--- src/hdl/paint_cfg.svh ---
`ifndef PAINT_CFG_SVH
`define PAINT_CFG_SVH

// Canvas geometry. The palette uses the same grid.
`define PAINT_DIM     16
`define PAINT_COORD_W 4

// XOR mask applied to the pixel under the cursor in every scan.
`define PAINT_HILITE  8'hFF

// Key codes. Codes 6 and 7 are accepted but only trigger a redraw.
`define PAINT_KEY_UP    3'd0
`define PAINT_KEY_DOWN  3'd1
`define PAINT_KEY_LEFT  3'd2
`define PAINT_KEY_RIGHT 3'd3
`define PAINT_KEY_C     3'd4
`define PAINT_KEY_ENTER 3'd5

`endif

--- src/hdl/paint_pkg.sv ---
`default_nettype none

package paint_pkg;

    `include "paint_cfg.svh"

    typedef logic [`PAINT_COORD_W-1:0]   coord_t;
    typedef logic [2*`PAINT_COORD_W-1:0] color_t; // A palette colour is x and y joined.
    typedef logic [2:0]                  key_t;

    typedef enum logic [3:0] {
        START               = 4'b0000,
        INIT                = 4'b0001,
        CHECK_C             = 4'b0010,
        CHECK_ENTER         = 4'b0011,
        CURSOR_PALETTE      = 4'b0100,
        CHECK_ENTER_PALETTE = 4'b0101,
        CHANGE_COLOR        = 4'b0110,
        DRAW_CURSOR         = 4'b0111,
        PAINT               = 4'b1000
    } paint_state_t;

    typedef struct packed {
        coord_t x;
        coord_t y;
        color_t color;
    } pixel_wr_t;

    typedef struct packed {
        coord_t x;
        coord_t y;
        color_t color;
        logic   last;
    } pixel_out_t;

    typedef struct packed {
        logic up;
        logic down;
        logic left;
        logic right;
    } cursor_step_t;

endpackage

`default_nettype wire

--- src/hdl/key_decoder.sv ---
`timescale 1ns/1ps
`default_nettype none

`include "paint_cfg.svh"

module key_decoder import paint_pkg::*; (
    input  wire logic         clk,
    input  wire logic         rst,
    input  wire key_t         key,
    input  wire logic         key_valid,
    input  wire logic         comp_c,
    input  wire logic         comp_enter,
    input  wire logic         comp_palette,
    input  wire logic         comp_key,
    output cursor_step_t      step,
    output logic              c_pending,
    output logic              enter_pending,
    output logic              key_pending
);

    // A new key wins over a clear in the same cycle, so no event is lost.
    always_ff @(posedge clk) begin
        if (rst) begin
            step          <= '0;
            c_pending     <= 1'b0;
            enter_pending <= 1'b0;
            key_pending   <= 1'b1; // Forces the first canvas scan.
        end else begin
            step <= '0;
            if (comp_c) c_pending <= 1'b0;
            if (comp_enter || comp_palette) enter_pending <= 1'b0;
            if (comp_key || comp_palette) key_pending <= 1'b0;

            if (key_valid) begin
                key_pending <= 1'b1;
                case (key)
                    `PAINT_KEY_UP:    step.up    <= 1'b1;
                    `PAINT_KEY_DOWN:  step.down  <= 1'b1;
                    `PAINT_KEY_LEFT:  step.left  <= 1'b1;
                    `PAINT_KEY_RIGHT: step.right <= 1'b1;
                    `PAINT_KEY_C:     c_pending     <= 1'b1;
                    `PAINT_KEY_ENTER: enter_pending <= 1'b1;
                    default: ;
                endcase
            end
        end
    end

    // The controller checks one flag per state, so its pulses never overlap.
    a_one_check: assert property (
        @(posedge clk) disable iff (rst)
        $onehot0({comp_c, comp_enter, comp_palette, comp_key})
    );

endmodule

`default_nettype wire

--- src/hdl/cursor_tracker.sv ---
`timescale 1ns/1ps
`default_nettype none

`include "paint_cfg.svh"

module cursor_tracker import paint_pkg::*; (
    input  wire logic         clk,
    input  wire logic         rst,
    input  wire cursor_step_t step,
    output coord_t            cur_x,
    output coord_t            cur_y
);

    localparam coord_t EDGE = coord_t'(`PAINT_DIM - 1);

    always_ff @(posedge clk) begin
        if (rst) begin
            cur_x <= '0;
            cur_y <= '0;
        end else begin
            // Row 0 is the top of the canvas.
            if (step.up && cur_y != '0) begin
                cur_y <= cur_y - 1'b1;
            end else if (step.down && cur_y != EDGE) begin
                cur_y <= cur_y + 1'b1;
            end

            if (step.left && cur_x != '0) begin
                cur_x <= cur_x - 1'b1;
            end else if (step.right && cur_x != EDGE) begin
                cur_x <= cur_x + 1'b1;
            end
        end
    end

    // A step at an edge leaves the cursor there instead of wrapping it to the far side.
    a_in_canvas: assert property (
        @(posedge clk) disable iff (rst)
        !($past(cur_x) == EDGE && cur_x == '0) && !($past(cur_x) == '0 && cur_x == EDGE) &&
        !($past(cur_y) == EDGE && cur_y == '0) && !($past(cur_y) == '0 && cur_y == EDGE)
    );

endmodule

`default_nettype wire

--- src/hdl/control_paint.sv ---
`timescale 1ns/1ps
`default_nettype none

module control_paint import paint_pkg::*; (
    input  wire logic   clk,
    input  wire logic   rst,
    input  wire logic   clear_done,
    input  wire coord_t cur_x,
    input  wire coord_t cur_y,
    input  wire logic   c_pending,
    input  wire logic   enter_pending,
    input  wire logic   key_pending,
    input  wire logic   scan_done,
    output logic        comp_c,
    output logic        comp_enter,
    output logic        comp_palette,
    output logic        comp_key,
    output pixel_wr_t   wr,
    output logic        wr_en,
    output logic        scan_start,
    output logic        scan_palette
);

    paint_state_t state;
    color_t       color;
    coord_t       pos_x; // Cursor as seen when the command was taken.
    coord_t       pos_y;

    always_ff @(posedge clk) begin
        if (rst) begin
            state <= START;
            color <= '0;
        end else begin
            case (state)
                START: begin
                    if (clear_done) state <= INIT; // Canvas memory is zeroed.
                end

                INIT: begin
                    pos_x <= cur_x;
                    pos_y <= cur_y;
                    if (key_pending) state <= CHECK_C;
                end

                CHECK_C: begin
                    state <= c_pending ? CURSOR_PALETTE : CHECK_ENTER;
                end

                CHECK_ENTER: begin
                    state <= enter_pending ? PAINT : DRAW_CURSOR;
                end

                // The write itself is the decoded wr_en; redraw after it.
                PAINT: begin
                    state <= CHECK_C;
                end

                DRAW_CURSOR: begin
                    if (scan_done) state <= INIT;
                end

                CURSOR_PALETTE: begin
                    if (scan_done) state <= CHECK_ENTER_PALETTE;
                end

                // Any other key in the palette only moves the highlight.
                CHECK_ENTER_PALETTE: begin
                    if (key_pending) begin
                        state <= enter_pending ? CHANGE_COLOR : CURSOR_PALETTE;
                    end
                end

                CHANGE_COLOR: begin
                    color <= {cur_x, cur_y};
                    state <= CHECK_C;
                end

                default: state <= START;
            endcase
        end
    end

    always_comb begin
        comp_c       = 1'b0;
        comp_enter   = 1'b0;
        comp_palette = 1'b0;
        comp_key     = 1'b0;
        wr_en        = 1'b0;
        scan_start   = 1'b0;
        scan_palette = 1'b0;
        case (state)
            INIT:                comp_key     = 1'b1;
            CHECK_C:             comp_c       = 1'b1;
            CHECK_ENTER:         comp_enter   = 1'b1;
            CHECK_ENTER_PALETTE: comp_palette = 1'b1;
            PAINT:               wr_en        = 1'b1;
            DRAW_CURSOR:         scan_start   = 1'b1;
            CURSOR_PALETTE: begin
                scan_start   = 1'b1;
                scan_palette = 1'b1;
            end
            default: ;
        endcase
    end

    assign wr = '{x: pos_x, y: pos_y, color: color};

    a_single_write: assert property (
        @(posedge clk) disable iff (rst)
        wr_en |=> !wr_en
    );

endmodule

`default_nettype wire

--- src/hdl/frame_buffer.sv ---
`timescale 1ns/1ps
`default_nettype none

`include "paint_cfg.svh"

module frame_buffer import paint_pkg::*; (
    input  wire logic      clk,
    input  wire logic      rst,
    input  wire pixel_wr_t wr,
    input  wire logic      wr_en,
    input  wire coord_t    rd_x,
    input  wire coord_t    rd_y,
    output color_t         rd_color,
    output logic           clear_done
);

    localparam int DEPTH = `PAINT_DIM * `PAINT_DIM;

    color_t                      mem [DEPTH];
    logic [2*`PAINT_COORD_W-1:0] clr_addr;

    // After reset one entry is zeroed per cycle until the whole canvas is blank.
    always_ff @(posedge clk) begin
        if (rst) begin
            clr_addr   <= '0;
            clear_done <= 1'b0;
        end else if (!clear_done) begin
            clr_addr <= clr_addr + 1'b1;
            if (clr_addr == '1) clear_done <= 1'b1;
        end
    end

    // Entries are stored row by row.
    always_ff @(posedge clk) begin
        if (!clear_done) begin
            mem[clr_addr] <= '0;
        end else if (wr_en) begin
            mem[{wr.y, wr.x}] <= wr.color;
        end
        rd_color <= mem[{rd_y, rd_x}];
    end

endmodule

`default_nettype wire

--- src/hdl/frame_scanner.sv ---
`timescale 1ns/1ps
`default_nettype none

`include "paint_cfg.svh"

module frame_scanner import paint_pkg::*; (
    input  wire logic   clk,
    input  wire logic   rst,
    input  wire logic   scan_start,
    input  wire logic   scan_palette,
    input  wire coord_t cur_x,
    input  wire coord_t cur_y,
    output coord_t      rd_x,
    output coord_t      rd_y,
    input  wire color_t rd_color,
    output pixel_out_t  pix,
    output logic        pix_valid,
    output logic        scan_done
);

    logic [2*`PAINT_COORD_W-1:0] addr; // Row in the upper half, so y is the outer loop.
    logic                        busy;
    logic                        palette_q;
    logic                        idle;

    // The second stage lines up with the registered memory read.
    coord_t s2_x;
    coord_t s2_y;
    logic   s2_last;
    logic   s2_hit;
    color_t base;

    assign rd_x = addr[`PAINT_COORD_W-1:0];
    assign rd_y = addr[2*`PAINT_COORD_W-1:`PAINT_COORD_W];

    // The start level is still high while the last pixel and done go out.
    assign idle = !busy && !pix_valid && !scan_done;

    always_ff @(posedge clk) begin
        if (rst) begin
            busy      <= 1'b0;
            pix_valid <= 1'b0;
            scan_done <= 1'b0;
        end else begin
            pix_valid <= busy;
            scan_done <= pix_valid && s2_last;
            if (idle && scan_start) begin
                busy <= 1'b1;
            end else if (busy && addr == '1) begin
                busy <= 1'b0;
            end
        end
    end

    always_ff @(posedge clk) begin
        if (idle && scan_start) begin
            addr      <= '0;
            palette_q <= scan_palette;
        end else if (busy) begin
            addr <= addr + 1'b1;
        end
        s2_x    <= rd_x;
        s2_y    <= rd_y;
        s2_last <= addr == '1;
        s2_hit  <= rd_x == cur_x && rd_y == cur_y;
    end

    assign base = palette_q ? {s2_x, s2_y} : rd_color;

    assign pix = '{
        x:     s2_x,
        y:     s2_y,
        color: s2_hit ? base ^ `PAINT_HILITE : base,
        last:  s2_last
    };

endmodule

`default_nettype wire

--- src/hdl/paint_top.sv ---
`timescale 1ns/1ps
`default_nettype none

module paint_top import paint_pkg::*; (
    input  wire logic clk,
    input  wire logic rst,
    input  wire key_t key,
    input  wire logic key_valid,
    output pixel_out_t pix,
    output logic      pix_valid,
    output logic      scan_done
);

    cursor_step_t step;
    logic         c_pending;
    logic         enter_pending;
    logic         key_pending;
    logic         comp_c;
    logic         comp_enter;
    logic         comp_palette;
    logic         comp_key;
    coord_t       cur_x;
    coord_t       cur_y;
    pixel_wr_t    wr;
    logic         wr_en;
    logic         scan_start;
    logic         scan_palette;
    logic         clear_done;
    coord_t       rd_x;
    coord_t       rd_y;
    color_t       rd_color;

    key_decoder i_key_decoder (
        .clk           (clk),
        .rst           (rst),
        .key           (key),
        .key_valid     (key_valid),
        .comp_c        (comp_c),
        .comp_enter    (comp_enter),
        .comp_palette  (comp_palette),
        .comp_key      (comp_key),
        .step          (step),
        .c_pending     (c_pending),
        .enter_pending (enter_pending),
        .key_pending   (key_pending)
    );

    cursor_tracker i_cursor_tracker (
        .clk   (clk),
        .rst   (rst),
        .step  (step),
        .cur_x (cur_x),
        .cur_y (cur_y)
    );

    control_paint i_control_paint (
        .clk           (clk),
        .rst           (rst),
        .clear_done    (clear_done),
        .cur_x         (cur_x),
        .cur_y         (cur_y),
        .c_pending     (c_pending),
        .enter_pending (enter_pending),
        .key_pending   (key_pending),
        .scan_done     (scan_done),
        .comp_c        (comp_c),
        .comp_enter    (comp_enter),
        .comp_palette  (comp_palette),
        .comp_key      (comp_key),
        .wr            (wr),
        .wr_en         (wr_en),
        .scan_start    (scan_start),
        .scan_palette  (scan_palette)
    );

    frame_buffer i_frame_buffer (
        .clk        (clk),
        .rst        (rst),
        .wr         (wr),
        .wr_en      (wr_en),
        .rd_x       (rd_x),
        .rd_y       (rd_y),
        .rd_color   (rd_color),
        .clear_done (clear_done)
    );

    frame_scanner i_frame_scanner (
        .clk          (clk),
        .rst          (rst),
        .scan_start   (scan_start),
        .scan_palette (scan_palette),
        .cur_x        (cur_x),
        .cur_y        (cur_y),
        .rd_x         (rd_x),
        .rd_y         (rd_y),
        .rd_color     (rd_color),
        .pix          (pix),
        .pix_valid    (pix_valid),
        .scan_done    (scan_done)
    );

endmodule

`default_nettype wire

--- config.mk ---
export PLATFORM = sky130hd
export DESIGN_NAME = paint_top
export DESIGN_NICKNAME = d
export VERILOG_FILES = /design/src/hdl/paint_pkg.sv /design/src/hdl/key_decoder.sv /design/src/hdl/cursor_tracker.sv /design/src/hdl/control_paint.sv /design/src/hdl/frame_buffer.sv /design/src/hdl/frame_scanner.sv /design/src/hdl/paint_top.sv
export VERILOG_INCLUDE_DIRS = /design/src /design/src/hdl
export SDC_FILE = /design/constraint.sdc
export NUM_CORES = 2
export LEC_CHECK = 0
export BUFFER_PORTS_ARGS = -buffer_cell sky130_fd_sc_hd__buf_2
export CAP_MARGIN = 20
export CORE_ASPECT_RATIO = 0.6
export CORE_MARGIN = 2
export CORE_UTILIZATION = 50
export DETAILED_ROUTE_END_ITERATION = 7
export MAX_ROUTING_LAYER = met4
export PLACE_DENSITY = 0.67
export SLEW_MARGIN = 10
export SYNTH_ARGS = -nofsm -noshare
export SYNTH_HDL_FRONTEND = slang
export SYNTH_SLANG_ARGS = --single-unit
--- constraint.sdc ---
create_clock -name clk -period 11.7 [get_ports clk]
set_clock_uncertainty 0.05 [all_clocks]
set_input_delay 0.585 -clock clk [delete_from_list [all_inputs] [get_ports clk]]
set_output_delay 0.585 -clock clk [all_outputs]
set_load 0.05 [all_outputs]
# == Word-level counts from Yosys, hierarchy flattened ==
# Memories as Yosys holds them, arrays and structs flattened. A register that Yosys moved wholly into a read port is not among the register bits.
# Index checks and enable logic that the tools add are counted.
# op_classes
n_addsub,6
eq_ne,24
mux,43
n_bitwise,3
n_reduce_logical,29
# op_table
cell,n
2-to-1 mux 4 bit,10
2-to-1 mux 8 bit,4
case mux 4 bit (8 select lines),1
2-to-1 mux 1 bit,26
"adder 8 x 1 -> 8 bit, second input constant",2
"equality test 4 x 3 -> 1 bit, second input constant",4
"equality test 8 bit, second input constant",2
logical AND 1 bit,10
"adder 4 x 1 -> 4 bit, second input constant",2
"equality test 4 x 2 -> 1 bit, second input constant",2
equality test 4 bit,2
"inequality test 4 bit, second input constant",2
NOT 8 bit,1
nonzero test 4 bit,2
OR reduction 2 bit,4
OR reduction 8 bit,1
"subtractor 4 x 1 -> 4 bit, second input constant",2
"equality test 3 x 2 -> 1 bit, second input constant",2
"equality test 3 bit, second input constant",2
"inequality test 2 x 1 -> 1 bit, second input constant",3
nonzero test 2 bit,3
AND reduction 5 bit,1
"equality test 4 x 1 -> 1 bit, second input constant",1
"equality test 4 bit, second input constant",1
10 further kinds,15
# totals
register_bits,66
mem_bits_rw,2048
input_bits,6
out_inout_bits,19
wordCells,130
mem_count,1
# mem_list
memory,words,word_bits,rd,rd_clocked_by_memory_dff,write_ports,line_no,source
i_frame_buffer.mem,256,8,1,1,1,frame_buffer.sv:19,color_t mem [DEPTH];

# == Depth between registers and ports, before layout ==
# logic_depth
depth_word,7
mapped_depth,12
depth_no_buf,10

# == Modules after synthesis ==
# A second synthesis with hierarchy kept.
# hier_totals
cells_unflattened,4148
area_unflattened_um2,83580.2
# modules_own_cells
mod,n_inst,cells_each,area_per_inst_um2,seq_area_each_um2
frame_buffer,1,3879,80805.0,61839.3
control_paint,1,92,982.2,480.5
frame_scanner,1,89,935.9,450.4
cursor_tracker,1,67,610.6,160.2
key_decoder,1,21,246.5,140.1

# == Worst setup path after synthesis ==
# No wires, ideal clock.
# synth_path
path_type,reg2reg
startpoint,register i_control_paint.state[1]
endpoint,"memory i_frame_buffer.mem[0][0] (netlist name), data pin"
arrival_ps,4332
t_required_ps,10777
slack_ps,6444
path_stages_with_launch,5
period_less_slack_ps,5256
path_cell_list,dfxtp_1 > buf_2 > nor4b_4 > clkbuf_1 > and3_1
# synth_between
elab_chain_cells,7
# synth_lines
element,line_no,source
from (decl),control_paint.sv:24,paint_state_t state;
from (signal assigned),control_paint.sv:46,state <= c_pending ? CURSOR_PALETTE : CHECK_ENTER;
from (signal assigned),control_paint.sv:50,state <= enter_pending ? PAINT : DRAW_CURSOR;
from (signal assigned),control_paint.sv:69,state <= enter_pending ? CHANGE_COLOR : CURSOR_PALETTE;
equality test 4 bit,control_paint.sv:91,case (state)
2-to-1 mux 1 bit,control_paint.sv:91,
2-to-1 mux 1 bit,frame_buffer.sv:37,end else if (wr_en) begin
2-to-1 mux 1 bit,frame_buffer.sv:35,if (!clear_done) begin
2-to-1 mux 1 bit (not written as such),frame_buffer.sv:38,"mem[{wr.y, wr.x}] <= wr.color;"
OR reduction 8 bit (no source line),--,
2-to-1 mux 8 bit (no source line),--,
to (decl),frame_buffer.sv:19,
# No other way between the ends.

==> metrics.txt <==
origin of the critical flop-to-flop path=i_frame_scanner.addr[0]; Sink Count=2,122; Worst setup SP type=flip-flop; Die ar.=0.171 mm^2; Comb pwr share=0.243; first-pass GRT wire length=327,000 um; total CTS buffers=184; run status=finished clean; Post-Route WL=234,000 um; Final TNS setup=0 ns; post-synth top area share=0.739; Tot Pwr=19.1 mW; sequential fraction of the synthesis area=0.755; Tcrit/Tclk final=0.428; worst-path fanout max=106; CP Capture Point=i_frame_buffer.rd_color[7]; crit path from=i_frame_scanner.addr[0]; GR Util All Layers=0.281; mapped cell area=0.0836 mm^2; cell taking the most area after synthesis=edfxtp_1; vias in the first global route=41,600; Initial Utilization=0.502; clk_lat worst skew=0.83 ns; RSZ-0062 raised after global routing=no; Syn. warnings=0; DRT Pass-1 Iters=6; Root Driver=clkbuf_16; maxcap violations=0; Post-layout nets=4,285; Reg clk slew, reported paths=0.07 ns; FF+latch count, synth=2,122; num ports=25; DRT antenna net count=0; slew margin rel.=0.0653; RePlAce Congestion=0.953; DIE HEIGHT=321 um; Synth-to-Final Area Change=9.72%; Synthesized Nets=4,205; RR Endpoint=i_frame_buffer.rd_color[7]; htree depth=4; clock buffer depth=4; Switching Share=0.314; Worst setup EP type=flip-flop; R2R cell count=8; Layout fillers=12,500; Worst Hold Class=primary input to flip-flop; WP data arrival=5.63 ns; sequential power share=0.442; initial antenna violation count=8; synth top area cells=edfxtp_1, mux4_2, mux2i_1; share of flip-flops with an asynchronous set or reset=0; DRC=0; CP Data Required Time=12.32 ns; DR vias/cell=6.68; sw power=6.00 mW; max-slew violations=0; Peak VDD IR=0.248 mV; cells after synthesis=4,191; Mapped Avg Cell Area=19.9 um^2; total congestion overflow=0; placeable core area=0.166 mm^2; Setup Crit Path Kind=flip-flop to flip-flop; Fmax=200 MHz; power density cells=208 mW/mm^2; post_cts resized=0; endpoints failing setup=0; Port-buffer cells=24; CTS tree=built; clock share of power=0.315; Initial DRC Count=7,665; prevailing post-synth register cell=edfxtp_1; FF-to-FF setup slack=6.69 ns; Final Hold Violating Endpoints=0; Post-synth EDFFs=2,057; Die W=532 um; share of layout cells above drive strength 1=0.203; drt wl/cell=35.2 um; FP Rows=116; largest net degree at the start of global routing=177; post-layout minimum cycle time=5.01 ns; Yosys cell types=81; worst-margin pin slew=1.39 ns; total number of vias=44,500; Final Core Density=0.551; Leak=25.7 nW; DP HPWL=144,000 um; P_int=13.1 mW
==> cell usage after synthesis (10+ instances only) <==
master    count
a22oi_1      63
xnor2_1      31
nand2_1     118
a31oi_1      22
o221ai_1     26
a211oi_1     26
or2_2        19
o21ai_0      43
a221oi_1     43
clkbuf_1     76
mux4_1       10
nor2_1      323
mux2i_1     215
a21oi_1      96
nand2b_1     11
and2_1       14
dfxtp_1      65
a22o_1       23
edfxtp_1   2057
nor3_1       20
mux2_2       17
buf_12       20
o22ai_1      21
inv_1        20
or3_1        25
buf_2        88
mux4_2      418
buf_6        22
nor2b_1      17
nand3_1      27
a221oi_2     16
nand3b_1     10
buf_4        33
and3_1       11
nand4_1      10
==> cell families (layout without fill, tap and decap cells) <==
kind of cell / Yosys count / count (layout) / share of synthesized area
other cells: 0 / 7 / 0
mux: 660 / 660 / 0.144
xor+xnor: 38 / 38 / 0.00398
flops: 2122 / 2122 / 0.755
compound gates: 455 / 455 / 0.0399
buf+inv: 276 / 491 / 0.0221
fa+ha+maj: 8 / 8 / 0.00138
simple gates: 632 / 632 / 0.0342
==> sequential cells by signal, summed over array words and instances, names as in the netlist <==
register,flops
i_frame_scanner.s2_x,4
i_frame_scanner.s2_y,4
i_control_paint.state,4
i_frame_scanner.scan_done,1
i_control_paint.pos_y,4
i_frame_scanner.addr,8
i_cursor_tracker.cur_y,4
i_frame_buffer.clear_done,1
i_frame_scanner.s2_last,1
i_frame_buffer.rd_color,8
i_frame_scanner.palette_q,1
i_frame_buffer.mem,2048
i_key_decoder.c_pending,1
i_key_decoder.key_pending,1
i_frame_scanner.pix_valid,1
i_control_paint.color,8
i_control_paint.pos_x,4
i_key_decoder.step,4
i_frame_scanner.s2_hit,1
i_frame_scanner.busy,1
i_cursor_tracker.cur_x,4
i_key_decoder.enter_pending,1
i_frame_buffer.clr_addr,8
==> stage by stage <==
stage          hold slack [ns]  area, um^2  cells  setup slack [ns]
5_1_grt                 0.0710       91700   6651              6.55
2_1_floorplan            0.276       83600   4191              6.44
4_1_cts                0.00834       91500   6632              6.73
3_3_place_gp             0.393       85700   6299              6.61
6_report                0.0455       91700   6655              6.69
3_5_place_dp             0.401       85700   6307              6.72
==> power groups by stage <==
stage                     logic [mW]  registers (mW)  clock network (mW)
after CTS                       4.47            8.44                6.02
after floorplan                 3.01            8.49                   0
after global placement          4.44            8.61                   0
after global routing            4.70            8.45                6.33
final                           4.63            8.45                6.02
after detailed placement        4.46            8.61                   0
==> area by class of cell <==
cell class / count / area [um^2] / share of cell area
timing repair buffer: 148 / 1240 / 0.0135
inverter: 22 / 83.8 / 0.000914
antenna: 7 / 17.5 / 0.000191
clock buffer: 250 / 4980 / 0.0543
tap: 2242 / 2810 / 0.0306
sequential: 2122 / 63100 / 0.688
clock inverter: 71 / 737 / 0.00804
multi-input combinational: 1793 / 18800 / 0.205
==> cell usage in the layout (no fill, tap or decap), types with 16 or more instances in the layout <==
cell,n
edfxtp_1,2057
mux2i_1,215
dfxtp_1,59
clkbuf_1,57
clkbuf_16,187
nor3_1,20
buf_2,26
mux2_2,17
buf_4,96
a211oi_1,26
clkinv_1,27
nor2_1,320
a21oi_1,96
or3_1,16
inv_1,20
o221ai_1,26
nand3_1,27
o22ai_1,21
mux4_2,418
xnor2_1,31
nand2_1,118
a221oi_2,16
clkinv_2,22
or2_2,19
a22oi_1,63
a31oi_1,22
o21ai_0,43
a221oi_1,43
a22o_1,23
==> timing repair <==
item,CTS,global route
setup buffers,0,0
hold buffers,4,0
endpoints found under the hold margin,5,0
==> worst max-delay path, cell delays in order, from the launching register on <==
cell,delay (ns)
dfxtp_4,0.76
buf_12,0.67
buf_4,0.73
mux4_2,0.61
mux4_2,0.53
nor2_1,0.15
a211oi_1,0.17
nor3_1,0.86
nor4_1,0.12
==> layer usage <==
metal / GRT usage / part of all wire
met5: - / 0
met4: 0.0592 / 0.024
met3: 0.102 / 0.16
met2: 0.351 / 0.40
met1: 0.437 / 0.42
==> how the worst min path moves through the flow <==
stage	startpoint	to	slack [ns]	cells past startpoint
floorplan	i_frame_scanner.addr[3]	i_frame_scanner.s2_x[3]	0.28	0
global placement	i_control_paint.color[4]	i_control_paint.color[4]	0.39	2
detailed placement	i_control_paint.color[7]	i_control_paint.color[7]	0.40	2
CTS	key[2]	i_key_decoder.step[2]	0.008	4
global route	key[2]	i_key_decoder.step[2]	0.07	4
finish	key[2]	i_key_decoder.step[2]	0.05	4
Note: power is estimated with default switching activity, not from simulation.
